$ cat config.mk
export PLATFORM = sky130hd
export DESIGN_NAME = slurm16_pipeline_top
export DESIGN_NICKNAME = d
export VERILOG_FILES = /design/src/hdl/slurm16_pkg.sv /design/src/hdl/slurm16_alt_fifo.sv /design/src/hdl/slurm16_cpu_pipeline.sv /design/src/hdl/slurm16_hazard_unit.sv /design/src/hdl/slurm16_mask_timer.sv /design/src/hdl/slurm16_pipeline_top.sv /design/src/hdl/slurm16_stall_fsm.sv
export VERILOG_INCLUDE_DIRS = /design/src /design/src/include
export SDC_FILE = /design/constraint.sdc
export NUM_CORES = 1
export LEC_CHECK = 0
export BUFFER_PORTS_ARGS = -buffer_cell sky130_fd_sc_hd__buf_2
export CAP_MARGIN = 20
export CORE_ASPECT_RATIO = 2
export CORE_UTILIZATION = 30
export DETAILED_ROUTE_END_ITERATION = 8
export GPL_ROUTABILITY_DRIVEN = 0
export PLACE_DENSITY = 0.48
export SLEW_MARGIN = 15
export SYNTH_ARGS = -nofsm -noshare
export SYNTH_HDL_FRONTEND = slang
export SYNTH_SLANG_ARGS = --single-unit
export TNS_END_PERCENT = 1
$ cat constraint.sdc
create_clock -name CLK -period 6.7 [get_ports CLK]
set_clock_uncertainty 0.05 [all_clocks]
set_input_delay 0.67 -clock CLK [delete_from_list [all_inputs] [get_ports CLK]]
set_output_delay 0.67 -clock CLK [all_outputs]
set_load 0.02 [all_outputs]
$ cat src/include/slurm16_defines.svh
`ifndef SLURM16_DEFINES_SVH
`define SLURM16_DEFINES_SVH

// Word and bus widths
`define SLURM16_BITS 16
`define SLURM16_ADDRESS_BITS 16
`define SLURM16_REGISTER_BITS 4

// Alternate FIFO, pointer width follows from the depth
`define SLURM16_FIFO_DEPTH 8

// Fetches blanked after reset or a PC load
`define SLURM16_MASK_RELOAD 2

// Cycles that stage 0 is fed from the FIFO once a stall ends
`define SLURM16_STALL_MASK_RELOAD 2

`endif

$ cat src/hdl/slurm16_pkg.sv
`include "slurm16_defines.svh"

package slurm16_pkg;

	// Instruction word, 4-bit opcode on top
	typedef logic [`SLURM16_BITS-1:0] instr_t;

	typedef logic [`SLURM16_ADDRESS_BITS-1:0] addr_t;

	typedef logic [`SLURM16_REGISTER_BITS-1:0] reg_idx_t;

	// Upper immediate bits carried by a prefix word
	typedef logic [`SLURM16_BITS-`SLURM16_REGISTER_BITS-1:0] imm_hi_t;

	typedef enum logic {
		ST_RUN,
		ST_STALL
	} stall_state_t;

	localparam instr_t NOP_INSTRUCTION = '0;

	localparam reg_idx_t R0 = '0;	// Never a hazard

	// Opcodes in bits 15:12
	localparam logic [3:0] OP_IMM = 4'h1;	// Immediate prefix
	localparam logic [3:0] OP_ALU = 4'h2;	// Reg-reg, sets flags
	localparam logic [3:0] OP_LDI = 4'h3;	// Load immediate, flags untouched

endpackage

$ cat src/hdl/slurm16_alt_fifo.sv
`include "slurm16_defines.svh"

module slurm16_alt_fifo (
	input  logic CLK,
	input  logic RSTb,
	input  logic load_pc,
	input  logic alt_write,
	input  logic alt_read,
	input  logic memory_is_instruction,
	input  slurm16_pkg::instr_t memory_in,
	input  slurm16_pkg::addr_t memory_address,
	output slurm16_pkg::instr_t alt_instr,
	output slurm16_pkg::addr_t alt_pc
);

	localparam int PTR_W = $clog2(`SLURM16_FIFO_DEPTH);

	slurm16_pkg::instr_t instr_mem [`SLURM16_FIFO_DEPTH];
	slurm16_pkg::addr_t pc_mem [`SLURM16_FIFO_DEPTH];

	logic [PTR_W-1:0] wr_ptr;	// Wraps at depth
	logic [PTR_W-1:0] rd_ptr;

	always_ff @(posedge CLK) begin
		if (!RSTb) begin
			wr_ptr <= '0;
			rd_ptr <= '0;
		end else if (load_pc) begin
			wr_ptr <= '0;	// New path, drop what was stored
			rd_ptr <= '0;
		end else begin
			if (alt_write)
				wr_ptr <= wr_ptr + 1'b1;
			if (alt_read)
				rd_ptr <= rd_ptr + 1'b1;
		end
	end

	// Data words on the bus become bubbles
	always_ff @(posedge CLK) begin
		if (alt_write) begin
			instr_mem[wr_ptr] <= memory_is_instruction ? memory_in : slurm16_pkg::NOP_INSTRUCTION;
			pc_mem[wr_ptr] <= memory_is_instruction ? memory_address : '0;
		end
	end

	assign alt_instr = instr_mem[rd_ptr];
	assign alt_pc = pc_mem[rd_ptr];

endmodule

$ cat src/hdl/slurm16_cpu_pipeline.sv
`include "slurm16_defines.svh"

module slurm16_cpu_pipeline (
	input  logic CLK,
	input  logic RSTb,
	input  logic is_executing,
	input  logic stall,
	input  logic load_pc,
	input  logic hazard1,
	input  logic memory_is_instruction,
	input  logic fetch_open,
	input  logic replay,
	input  logic modifies_flags0,
	input  slurm16_pkg::instr_t memory_in,
	input  slurm16_pkg::instr_t alt_instr,
	input  slurm16_pkg::addr_t memory_address,
	input  slurm16_pkg::addr_t alt_pc,
	input  slurm16_pkg::reg_idx_t hazard_reg0,
	output logic alt_read,
	output slurm16_pkg::instr_t pipeline_stage0,
	output slurm16_pkg::instr_t pipeline_stage1,
	output slurm16_pkg::instr_t pipeline_stage2,
	output slurm16_pkg::instr_t pipeline_stage3,
	output slurm16_pkg::instr_t pipeline_stage4,
	output slurm16_pkg::addr_t pc_stage4,
	output slurm16_pkg::instr_t imm_reg,
	output slurm16_pkg::reg_idx_t hazard_reg1,
	output slurm16_pkg::reg_idx_t hazard_reg2,
	output slurm16_pkg::reg_idx_t hazard_reg3,
	output logic modifies_flags1,
	output logic modifies_flags2,
	output logic modifies_flags3
);

	localparam int RB = `SLURM16_REGISTER_BITS;
	localparam int HI_W = $bits(slurm16_pkg::imm_hi_t);

	slurm16_pkg::addr_t pc_stage0;
	slurm16_pkg::addr_t pc_stage1;
	slurm16_pkg::addr_t pc_stage2;
	slurm16_pkg::addr_t pc_stage3;

	slurm16_pkg::instr_t stage0_d, stage1_d, stage2_d, stage3_d, stage4_d;
	slurm16_pkg::addr_t pc0_d, pc1_d, pc2_d, pc3_d, pc4_d;
	slurm16_pkg::reg_idx_t haz1_d, haz2_d, haz3_d;
	logic flags1_d, flags2_d, flags3_d;

	slurm16_pkg::imm_hi_t imm_hi;	// Latched prefix bits
	slurm16_pkg::imm_hi_t imm_hi_d;
	logic [3:0] op1;
	logic stage1_moves;

	always_comb begin
		// Paused by default: front holds, stage 4 drains to a bubble
		stage0_d = pipeline_stage0;
		stage1_d = pipeline_stage1;
		stage2_d = pipeline_stage2;
		stage3_d = pipeline_stage3;
		stage4_d = slurm16_pkg::NOP_INSTRUCTION;
		pc0_d = pc_stage0;
		pc1_d = pc_stage1;
		pc2_d = pc_stage2;
		pc3_d = pc_stage3;
		pc4_d = pc_stage4;
		haz1_d = hazard_reg1;
		haz2_d = hazard_reg2;
		haz3_d = hazard_reg3;
		flags1_d = modifies_flags1;
		flags2_d = modifies_flags2;
		flags3_d = modifies_flags3;
		alt_read = 1'b0;

		if (is_executing) begin
			if (fetch_open && memory_is_instruction) begin
				stage0_d = memory_in;
				pc0_d = memory_address;
			end else if (replay) begin	// Words stored during the stall
				stage0_d = alt_instr;
				pc0_d = alt_pc;
				alt_read = 1'b1;
			end else begin
				stage0_d = slurm16_pkg::NOP_INSTRUCTION;	// Masked fetch
			end

			stage1_d = pipeline_stage0;
			stage2_d = pipeline_stage1;
			stage3_d = pipeline_stage2;
			stage4_d = pipeline_stage3;
			pc1_d = pc_stage0;
			pc2_d = pc_stage1;
			pc3_d = pc_stage2;
			pc4_d = pc_stage3;
			haz1_d = hazard_reg0;
			haz2_d = hazard_reg1;
			haz3_d = hazard_reg2;
			flags1_d = modifies_flags0;
			flags2_d = modifies_flags1;
			flags3_d = modifies_flags2;

			// Hold fetch and decode, bubble into execute, let the back drain
			if (stall) begin
				stage0_d = pipeline_stage0;
				pc0_d = pc_stage0;
				alt_read = 1'b0;
				stage1_d = pipeline_stage1;
				pc1_d = pc_stage1;
				haz1_d = hazard_reg1;
				flags1_d = modifies_flags1;
				stage2_d = slurm16_pkg::NOP_INSTRUCTION;
				haz2_d = slurm16_pkg::R0;
				flags2_d = 1'b0;

				// Hazard only with stage 1, so that word can move on
				if (hazard1) begin
					stage1_d = slurm16_pkg::NOP_INSTRUCTION;
					haz1_d = slurm16_pkg::R0;
					flags1_d = 1'b0;
					stage2_d = pipeline_stage1;
					pc2_d = pc_stage1;
					haz2_d = hazard_reg1;
					flags2_d = modifies_flags1;
				end
			end
		end

		// Branch taken, nothing up to execute may complete
		if (load_pc) begin
			stage0_d = slurm16_pkg::NOP_INSTRUCTION;
			stage1_d = slurm16_pkg::NOP_INSTRUCTION;
			stage2_d = slurm16_pkg::NOP_INSTRUCTION;
			haz1_d = slurm16_pkg::R0;
			haz2_d = slurm16_pkg::R0;
			flags1_d = 1'b0;
			flags2_d = 1'b0;
			alt_read = 1'b0;
		end
	end

	assign op1 = pipeline_stage1[`SLURM16_BITS-1 -: 4];
	assign stage1_moves = is_executing && (!stall || hazard1);

	// Prefix bits survive NOPs and are used up by the next real word
	always_comb begin
		imm_hi_d = imm_hi;
		if (load_pc) begin
			imm_hi_d = '0;
		end else if (stage1_moves) begin
			if (op1 == slurm16_pkg::OP_IMM)
				imm_hi_d = pipeline_stage1[HI_W-1:0];
			else if (pipeline_stage1 != slurm16_pkg::NOP_INSTRUCTION)
				imm_hi_d = '0;
		end
	end

	always_ff @(posedge CLK) begin
		if (!RSTb) begin
			pipeline_stage0 <= slurm16_pkg::NOP_INSTRUCTION;
			pipeline_stage1 <= slurm16_pkg::NOP_INSTRUCTION;
			pipeline_stage2 <= slurm16_pkg::NOP_INSTRUCTION;
			pipeline_stage3 <= slurm16_pkg::NOP_INSTRUCTION;
			pipeline_stage4 <= slurm16_pkg::NOP_INSTRUCTION;
			pc_stage0 <= '0;
			pc_stage1 <= '0;
			pc_stage2 <= '0;
			pc_stage3 <= '0;
			pc_stage4 <= '0;
			hazard_reg1 <= slurm16_pkg::R0;
			hazard_reg2 <= slurm16_pkg::R0;
			hazard_reg3 <= slurm16_pkg::R0;
			modifies_flags1 <= 1'b0;
			modifies_flags2 <= 1'b0;
			modifies_flags3 <= 1'b0;
			imm_hi <= '0;
			imm_reg <= '0;
		end else begin
			pipeline_stage0 <= stage0_d;
			pipeline_stage1 <= stage1_d;
			pipeline_stage2 <= stage2_d;
			pipeline_stage3 <= stage3_d;
			pipeline_stage4 <= stage4_d;
			pc_stage0 <= pc0_d;
			pc_stage1 <= pc1_d;
			pc_stage2 <= pc2_d;
			pc_stage3 <= pc3_d;
			pc_stage4 <= pc4_d;
			hazard_reg1 <= haz1_d;
			hazard_reg2 <= haz2_d;
			hazard_reg3 <= haz3_d;
			modifies_flags1 <= flags1_d;
			modifies_flags2 <= flags2_d;
			modifies_flags3 <= flags3_d;
			imm_hi <= imm_hi_d;
			if (is_executing)
				imm_reg <= {imm_hi, pipeline_stage1[RB-1:0]};	// Lines up with stage 2
		end
	end

endmodule

$ cat src/hdl/slurm16_hazard_unit.sv
`include "slurm16_defines.svh"

module slurm16_hazard_unit (
	input  slurm16_pkg::instr_t pipeline_stage0,
	input  slurm16_pkg::reg_idx_t hazard_reg1,
	input  slurm16_pkg::reg_idx_t hazard_reg2,
	input  slurm16_pkg::reg_idx_t hazard_reg3,
	output slurm16_pkg::reg_idx_t hazard_reg0,
	output logic modifies_flags0,
	output logic hazard_stall,
	output logic hazard1
);

	localparam int RB = `SLURM16_REGISTER_BITS;

	logic [3:0] opcode;
	slurm16_pkg::reg_idx_t dest;
	slurm16_pkg::reg_idx_t src_a;
	slurm16_pkg::reg_idx_t src_b;
	logic is_alu;
	logic a_live;
	logic b_live;
	logic match1;
	logic match23;

	// Field split of the stage 0 word
	assign opcode = pipeline_stage0[`SLURM16_BITS-1 -: 4];
	assign dest = pipeline_stage0[3*RB-1 -: RB];
	assign src_a = pipeline_stage0[2*RB-1 -: RB];
	assign src_b = pipeline_stage0[RB-1:0];
	assign is_alu = (opcode == slurm16_pkg::OP_ALU);

	always_comb begin
		case (opcode)
			slurm16_pkg::OP_ALU, slurm16_pkg::OP_LDI: hazard_reg0 = dest;
			default: hazard_reg0 = slurm16_pkg::R0;	// NOP and prefix write nothing
		endcase
	end

	assign modifies_flags0 = is_alu;

	// Only ALU words read registers
	assign a_live = is_alu && (src_a != slurm16_pkg::R0);
	assign b_live = is_alu && (src_b != slurm16_pkg::R0);

	assign match1 = (a_live && src_a == hazard_reg1) || (b_live && src_b == hazard_reg1);
	assign match23 = (a_live && (src_a == hazard_reg2 || src_a == hazard_reg3)) ||
		(b_live && (src_b == hazard_reg2 || src_b == hazard_reg3));

	assign hazard_stall = match1 || match23;
	assign hazard1 = match1 && !match23;	// Stage 1 may be let through

endmodule

$ cat src/hdl/slurm16_mask_timer.sv
`include "slurm16_defines.svh"

module slurm16_mask_timer (
	input  logic CLK,
	input  logic RSTb,
	input  logic is_executing,
	input  logic load_pc,
	input  logic stall_start,
	input  logic stall_end,
	output logic fetch_open,
	output logic replay,
	output logic alt_write
);

	localparam int MASK_W = $clog2(`SLURM16_MASK_RELOAD + 1);
	localparam int REPLAY_W = $clog2(`SLURM16_STALL_MASK_RELOAD + 1);

	logic [MASK_W-1:0] mask_count;		// Fetch blanked while nonzero
	logic [REPLAY_W-1:0] replay_count;	// FIFO feeds stage 0 while nonzero
	logic alt_ld_count;			// Second in-flight word still to store

	always_ff @(posedge CLK) begin
		if (!RSTb) begin
			mask_count <= MASK_W'(`SLURM16_MASK_RELOAD);	// Blank fetch out of reset
			replay_count <= '0;
			alt_ld_count <= 1'b0;
		end else begin
			// Memory output is stale after a PC load
			if (load_pc)
				mask_count <= MASK_W'(`SLURM16_MASK_RELOAD);
			else if (is_executing && mask_count != '0)
				mask_count <= mask_count - 1'b1;

			if (load_pc)
				replay_count <= '0;	// Stored words belong to the old path
			else if (stall_end)
				replay_count <= REPLAY_W'(`SLURM16_STALL_MASK_RELOAD);
			else if (is_executing && replay_count != '0)
				replay_count <= replay_count - 1'b1;

			if (load_pc)
				alt_ld_count <= 1'b0;
			else
				alt_ld_count <= stall_start;
		end
	end

	assign replay = (replay_count != '0);
	assign fetch_open = (mask_count == '0) && (replay_count == '0);

	// Capture the words that were already on their way from memory
	assign alt_write = (stall_start || alt_ld_count) && !load_pc && !replay;

endmodule

$ cat src/hdl/slurm16_pipeline_top.sv
module slurm16_pipeline_top (
	input  logic CLK,
	input  logic RSTb,
	input  slurm16_pkg::instr_t memory_in,
	input  slurm16_pkg::addr_t memory_address,
	input  logic memory_is_instruction,
	input  logic is_executing,
	input  logic load_pc,
	output slurm16_pkg::instr_t pipeline_stage0,
	output slurm16_pkg::instr_t pipeline_stage1,
	output slurm16_pkg::instr_t pipeline_stage2,
	output slurm16_pkg::instr_t pipeline_stage3,
	output slurm16_pkg::instr_t pipeline_stage4,
	output slurm16_pkg::addr_t pc_stage4,
	output slurm16_pkg::instr_t imm_reg,
	output slurm16_pkg::reg_idx_t hazard_reg1,
	output slurm16_pkg::reg_idx_t hazard_reg2,
	output slurm16_pkg::reg_idx_t hazard_reg3,
	output logic modifies_flags1,
	output logic modifies_flags2,
	output logic modifies_flags3,
	output logic stall
);

	slurm16_pkg::reg_idx_t hazard_reg0;
	logic modifies_flags0;
	logic hazard_stall;
	logic hazard1;
	logic stall_start;
	logic stall_end;
	logic fetch_open;
	logic replay;
	logic alt_write;
	logic alt_read;
	slurm16_pkg::instr_t alt_instr;
	slurm16_pkg::addr_t alt_pc;

	slurm16_hazard_unit u_hazard (
		.pipeline_stage0(pipeline_stage0),
		.hazard_reg1(hazard_reg1),
		.hazard_reg2(hazard_reg2),
		.hazard_reg3(hazard_reg3),
		.hazard_reg0(hazard_reg0),
		.modifies_flags0(modifies_flags0),
		.hazard_stall(hazard_stall),
		.hazard1(hazard1)
	);

	slurm16_stall_fsm u_stall_fsm (
		.CLK(CLK),
		.RSTb(RSTb),
		.is_executing(is_executing),
		.load_pc(load_pc),
		.hazard_stall(hazard_stall),
		.stall(stall),
		.stall_start(stall_start),
		.stall_end(stall_end)
	);

	slurm16_mask_timer u_mask_timer (
		.CLK(CLK),
		.RSTb(RSTb),
		.is_executing(is_executing),
		.load_pc(load_pc),
		.stall_start(stall_start),
		.stall_end(stall_end),
		.fetch_open(fetch_open),
		.replay(replay),
		.alt_write(alt_write)
	);

	slurm16_alt_fifo u_alt_fifo (
		.CLK(CLK),
		.RSTb(RSTb),
		.load_pc(load_pc),
		.alt_write(alt_write),
		.alt_read(alt_read),
		.memory_is_instruction(memory_is_instruction),
		.memory_in(memory_in),
		.memory_address(memory_address),
		.alt_instr(alt_instr),
		.alt_pc(alt_pc)
	);

	slurm16_cpu_pipeline u_pipeline (
		.CLK(CLK),
		.RSTb(RSTb),
		.is_executing(is_executing),
		.stall(stall),
		.load_pc(load_pc),
		.hazard1(hazard1),
		.memory_is_instruction(memory_is_instruction),
		.fetch_open(fetch_open),
		.replay(replay),
		.modifies_flags0(modifies_flags0),
		.memory_in(memory_in),
		.alt_instr(alt_instr),
		.memory_address(memory_address),
		.alt_pc(alt_pc),
		.hazard_reg0(hazard_reg0),
		.alt_read(alt_read),
		.pipeline_stage0(pipeline_stage0),
		.pipeline_stage1(pipeline_stage1),
		.pipeline_stage2(pipeline_stage2),
		.pipeline_stage3(pipeline_stage3),
		.pipeline_stage4(pipeline_stage4),
		.pc_stage4(pc_stage4),
		.imm_reg(imm_reg),
		.hazard_reg1(hazard_reg1),
		.hazard_reg2(hazard_reg2),
		.hazard_reg3(hazard_reg3),
		.modifies_flags1(modifies_flags1),
		.modifies_flags2(modifies_flags2),
		.modifies_flags3(modifies_flags3)
	);

endmodule

$ cat src/hdl/slurm16_stall_fsm.sv
module slurm16_stall_fsm (
	input  logic CLK,
	input  logic RSTb,
	input  logic is_executing,
	input  logic load_pc,
	input  logic hazard_stall,
	output logic stall,
	output logic stall_start,
	output logic stall_end
);

	slurm16_pkg::stall_state_t state;
	slurm16_pkg::stall_state_t state_next;

	// First cycle of a hazard while running
	assign stall_start = (state == slurm16_pkg::ST_RUN) && hazard_stall &&
		is_executing && !load_pc;

	// Hazard gone, stall held one more cycle so the FIFO replay lines up
	assign stall_end = (state == slurm16_pkg::ST_STALL) && !hazard_stall &&
		is_executing && !load_pc;

	assign stall = stall_start || ((state == slurm16_pkg::ST_STALL) && !load_pc);

	always_comb begin
		state_next = state;
		case (state)
			slurm16_pkg::ST_RUN: begin
				if (stall_start)
					state_next = slurm16_pkg::ST_STALL;
			end
			slurm16_pkg::ST_STALL: begin
				if (load_pc || stall_end)	// Branch cancels the stall silently
					state_next = slurm16_pkg::ST_RUN;
			end
			default: state_next = slurm16_pkg::ST_RUN;
		endcase
	end

	always_ff @(posedge CLK) begin
		if (!RSTb)
			state <= slurm16_pkg::ST_RUN;
		else
			state <= state_next;
	end

endmodule

==> results.cfg <==
[run_status]
outcome = complete, no violations

[critical_path]
worstSetupEndpointType = register
rr_startpoint = u_pipeline.pipeline_stage0[4]
critPathBufInv = 5
required_ns = 7.14
r2r_slack_ns = 3.54
path_class = in2reg
arrival_ns = 3.94
path_cells = buf_2 > buf_4 > inv_2 > buf_4 > nor2_1 > nand2_1 > nor4_4 > buf_4 > and3_1 > a22o_1
crit_fanout = 86
cp_common_cell = buf_4
cpPeakStageDelay_ns = 0.61
ff2ff_path_depth = 7
path_delay_family = simple AND/OR/NAND/NOR gates
startpoint_type = input port
timing.rr.end = u_alt_fifo.instr_mem[3][8]
cp_slowest_cell = nor2_1

[grt]
grt_max_degree = 87
grt_pass1_vias = 10700
grtUsageTotal = 0.143
grt_pass1_wl_um = 66900
antenna_found_initial = 1
grt.overflow.total = 0

[final_layout]
finalInstanceArea_um2 = 21300
fill_cells = 5854
final_nets = 1432
layout-drive-gt1-share = 0.243
top_regs = u_alt_fifo.instr_mem (128), u_alt_fifo.pc_mem (128)
fin_cells = 2195
area_growth_pct = 16.5

[die]
row_count = 127
core_um2 = 60100
ioPinCount = 165
die_area_um2 = 62000
die_y_um = 351
initial_core_util = 0.304
die_w_um = 177

[pwr]
ir_drop_v = 0.000192
finalPower_mw = 5.75
p_leak_nw = 7.90
p_per_area_nw_per_um2 = 270

[yosys]
synthCells = 1251
syn_area_um2 = 18300
synth_top_area_share = 0.421
synth_area_leaders = edfxtp_1 42%, dfxtp_1 24%, mux4_2 7.9%, mux2i_1 7.3%, nor2_1 2.7%
yosysWarnings = 0
ys_dominant_reg_cell = edfxtp_1
synth_edf_count = 256
synth_common_cells = 256 x edfxtp_1, 218 x dfxtp_1, 134 x mux2i_1
synth-async-reset-ratio = 0
synth_seq_cells = 474
synth_top_cell_by_area = edfxtp_1
synth_nets = 1292
syn_area_per_cell_um2 = 14.6
synth_cell_types = 48
ys_seq_area_frac = 0.659
yosysMostFrequentCell = edfxtp_1

[routing]
wl_per_cell_um = 20.0
via_count = 10600
viasPerCell = 4.81
drcViolationCount = 0
ant_nets = 0
first_pass_iters = 6
drtIter0Drc = 559
routed_wl_um = 43900

[placement]
io_buffers = 164
place_area_um2 = 19900
pre_cts_slack_ns = 2.62
hpwl_um = 27800
place_inst = 2121

[worst_hold_path]
worstHoldEndpoint = u_pipeline.pc_stage0[5]
hold_depth = 2
worstHoldPathType = reg2reg
min_from = u_pipeline.pc_stage0[5]

[clock_network]
cts_tree = yes
clock_sinks = 474
cts_setup_buffers = 0
hold_buffers = 0
cts_max_path_buffers = 3
htreeDepth = 2
cts_made_buffers = 42
cts_root_buf = clkbuf_16
clk_latency_ns = 0.56
clkTransAtPathRegs_ns = 0.06
cts_resized = 0

[sta]
worst_slew_pin_slew_ns = 1.01
fin_tns_setup_ns = 0
hold_viol_final = 0
min_period_ns = 3.50
min_period_over_period = 0.523
final_max_slew_viol_count = 0
slew_headroom = 0.322
grt_setup_unrepaired = false
setup_viol = 0
max_freq_ghz = 0.286
fin_ws_ns = 3.20

[run]
maxCapViolCount = 0
## how the worst max path moves through the flow
stage	depth (start not counted)	slack [ns]	endpoint	start
final	10	3.20	u_pipeline.imm_hi[2]	RSTb
after global routing	10	2.94	u_pipeline.imm_hi[11]	RSTb
after CTS	10	3.18	u_pipeline.imm_hi[7]	RSTb
after detailed placement	10	2.62	u_pipeline.imm_hi[4]	RSTb
after global placement	10	2.68	u_pipeline.imm_hi[6]	RSTb
after floorplan	7	1.09	u_alt_fifo.instr_mem[1][0]	u_pipeline.pipeline_stage0[1]
## report_power, final
group	internal, mW	total, mW	switching [mW]
combinational	0.0559	0.182	0.126
sequential	3.06	3.08	0.0145
clock	1.42	2.49	1.06
## metal layers
metal | wire length [um] | vias to the layer above | global-route usage
met3 | 1800 | 59 | 0.0211
li1 | - | 4978 | -
met4 | 1050 | 2 | 0.0457
met5 | 13 | - | 0
met2 | 23400 | 225 | 0.266
met1 | 17700 | 5288 | 0.165
## stage by stage
stage / hold WS [ns] / util
CTS: 0.392 / 0.354
floorplan: 0.384 / -
finish: 0.406 / 0.354
global route: 0.426 / 0.354
detailed placement: 0.402 / 0.331
global placement: 0.397 / 0.331
## area by class of cell
type	instances	area, um2	area share
diodes	1	2.50	0.000118
clock buffers	48	1110	0.0524
clock inverters	25	274	0.0129
inverters	7	26.3	0.00123
multi-input cells	680	5850	0.275
flip-flops and latches	474	12100	0.566
well taps	774	968	0.0455
repair buffers	186	992	0.0466
## tightest hold or removal path, cell delays in order, from the launching register on
cell and delay, ns:
dfxtp_1 0.31, nand2_1 0.05, mux2i_1 0.05
## cell families after synthesis
family,synth area share
DFF,0.659
adders and majority gates,0.00274
buffers and inverters,0.0230
AOI/OAI and AO/OA,0.0685
xor gates and xnor gates,0.0129
muxes,0.152
and+or+nand+nor,0.0813
## cell usage in the layout, fill, tap and decap left out, drive strengths merged, types with 18 or more instances in the layout
| cell type | instances |
|---|---|
| mux4 | 64 |
| edfxtp | 256 |
| o211ai | 18 |
| nor2 | 132 |
| buf | 186 |
| dfxtp | 218 |
| a21oi | 25 |
| a22o | 53 |
| and3 | 35 |
| a211oi | 18 |
| xnor2 | 27 |
| clkbuf | 48 |
| nand2 | 42 |
| mux2i | 134 |
| clkinv | 18 |
| and2 | 32 |
Note: power is estimated with default switching activity, not from simulation.
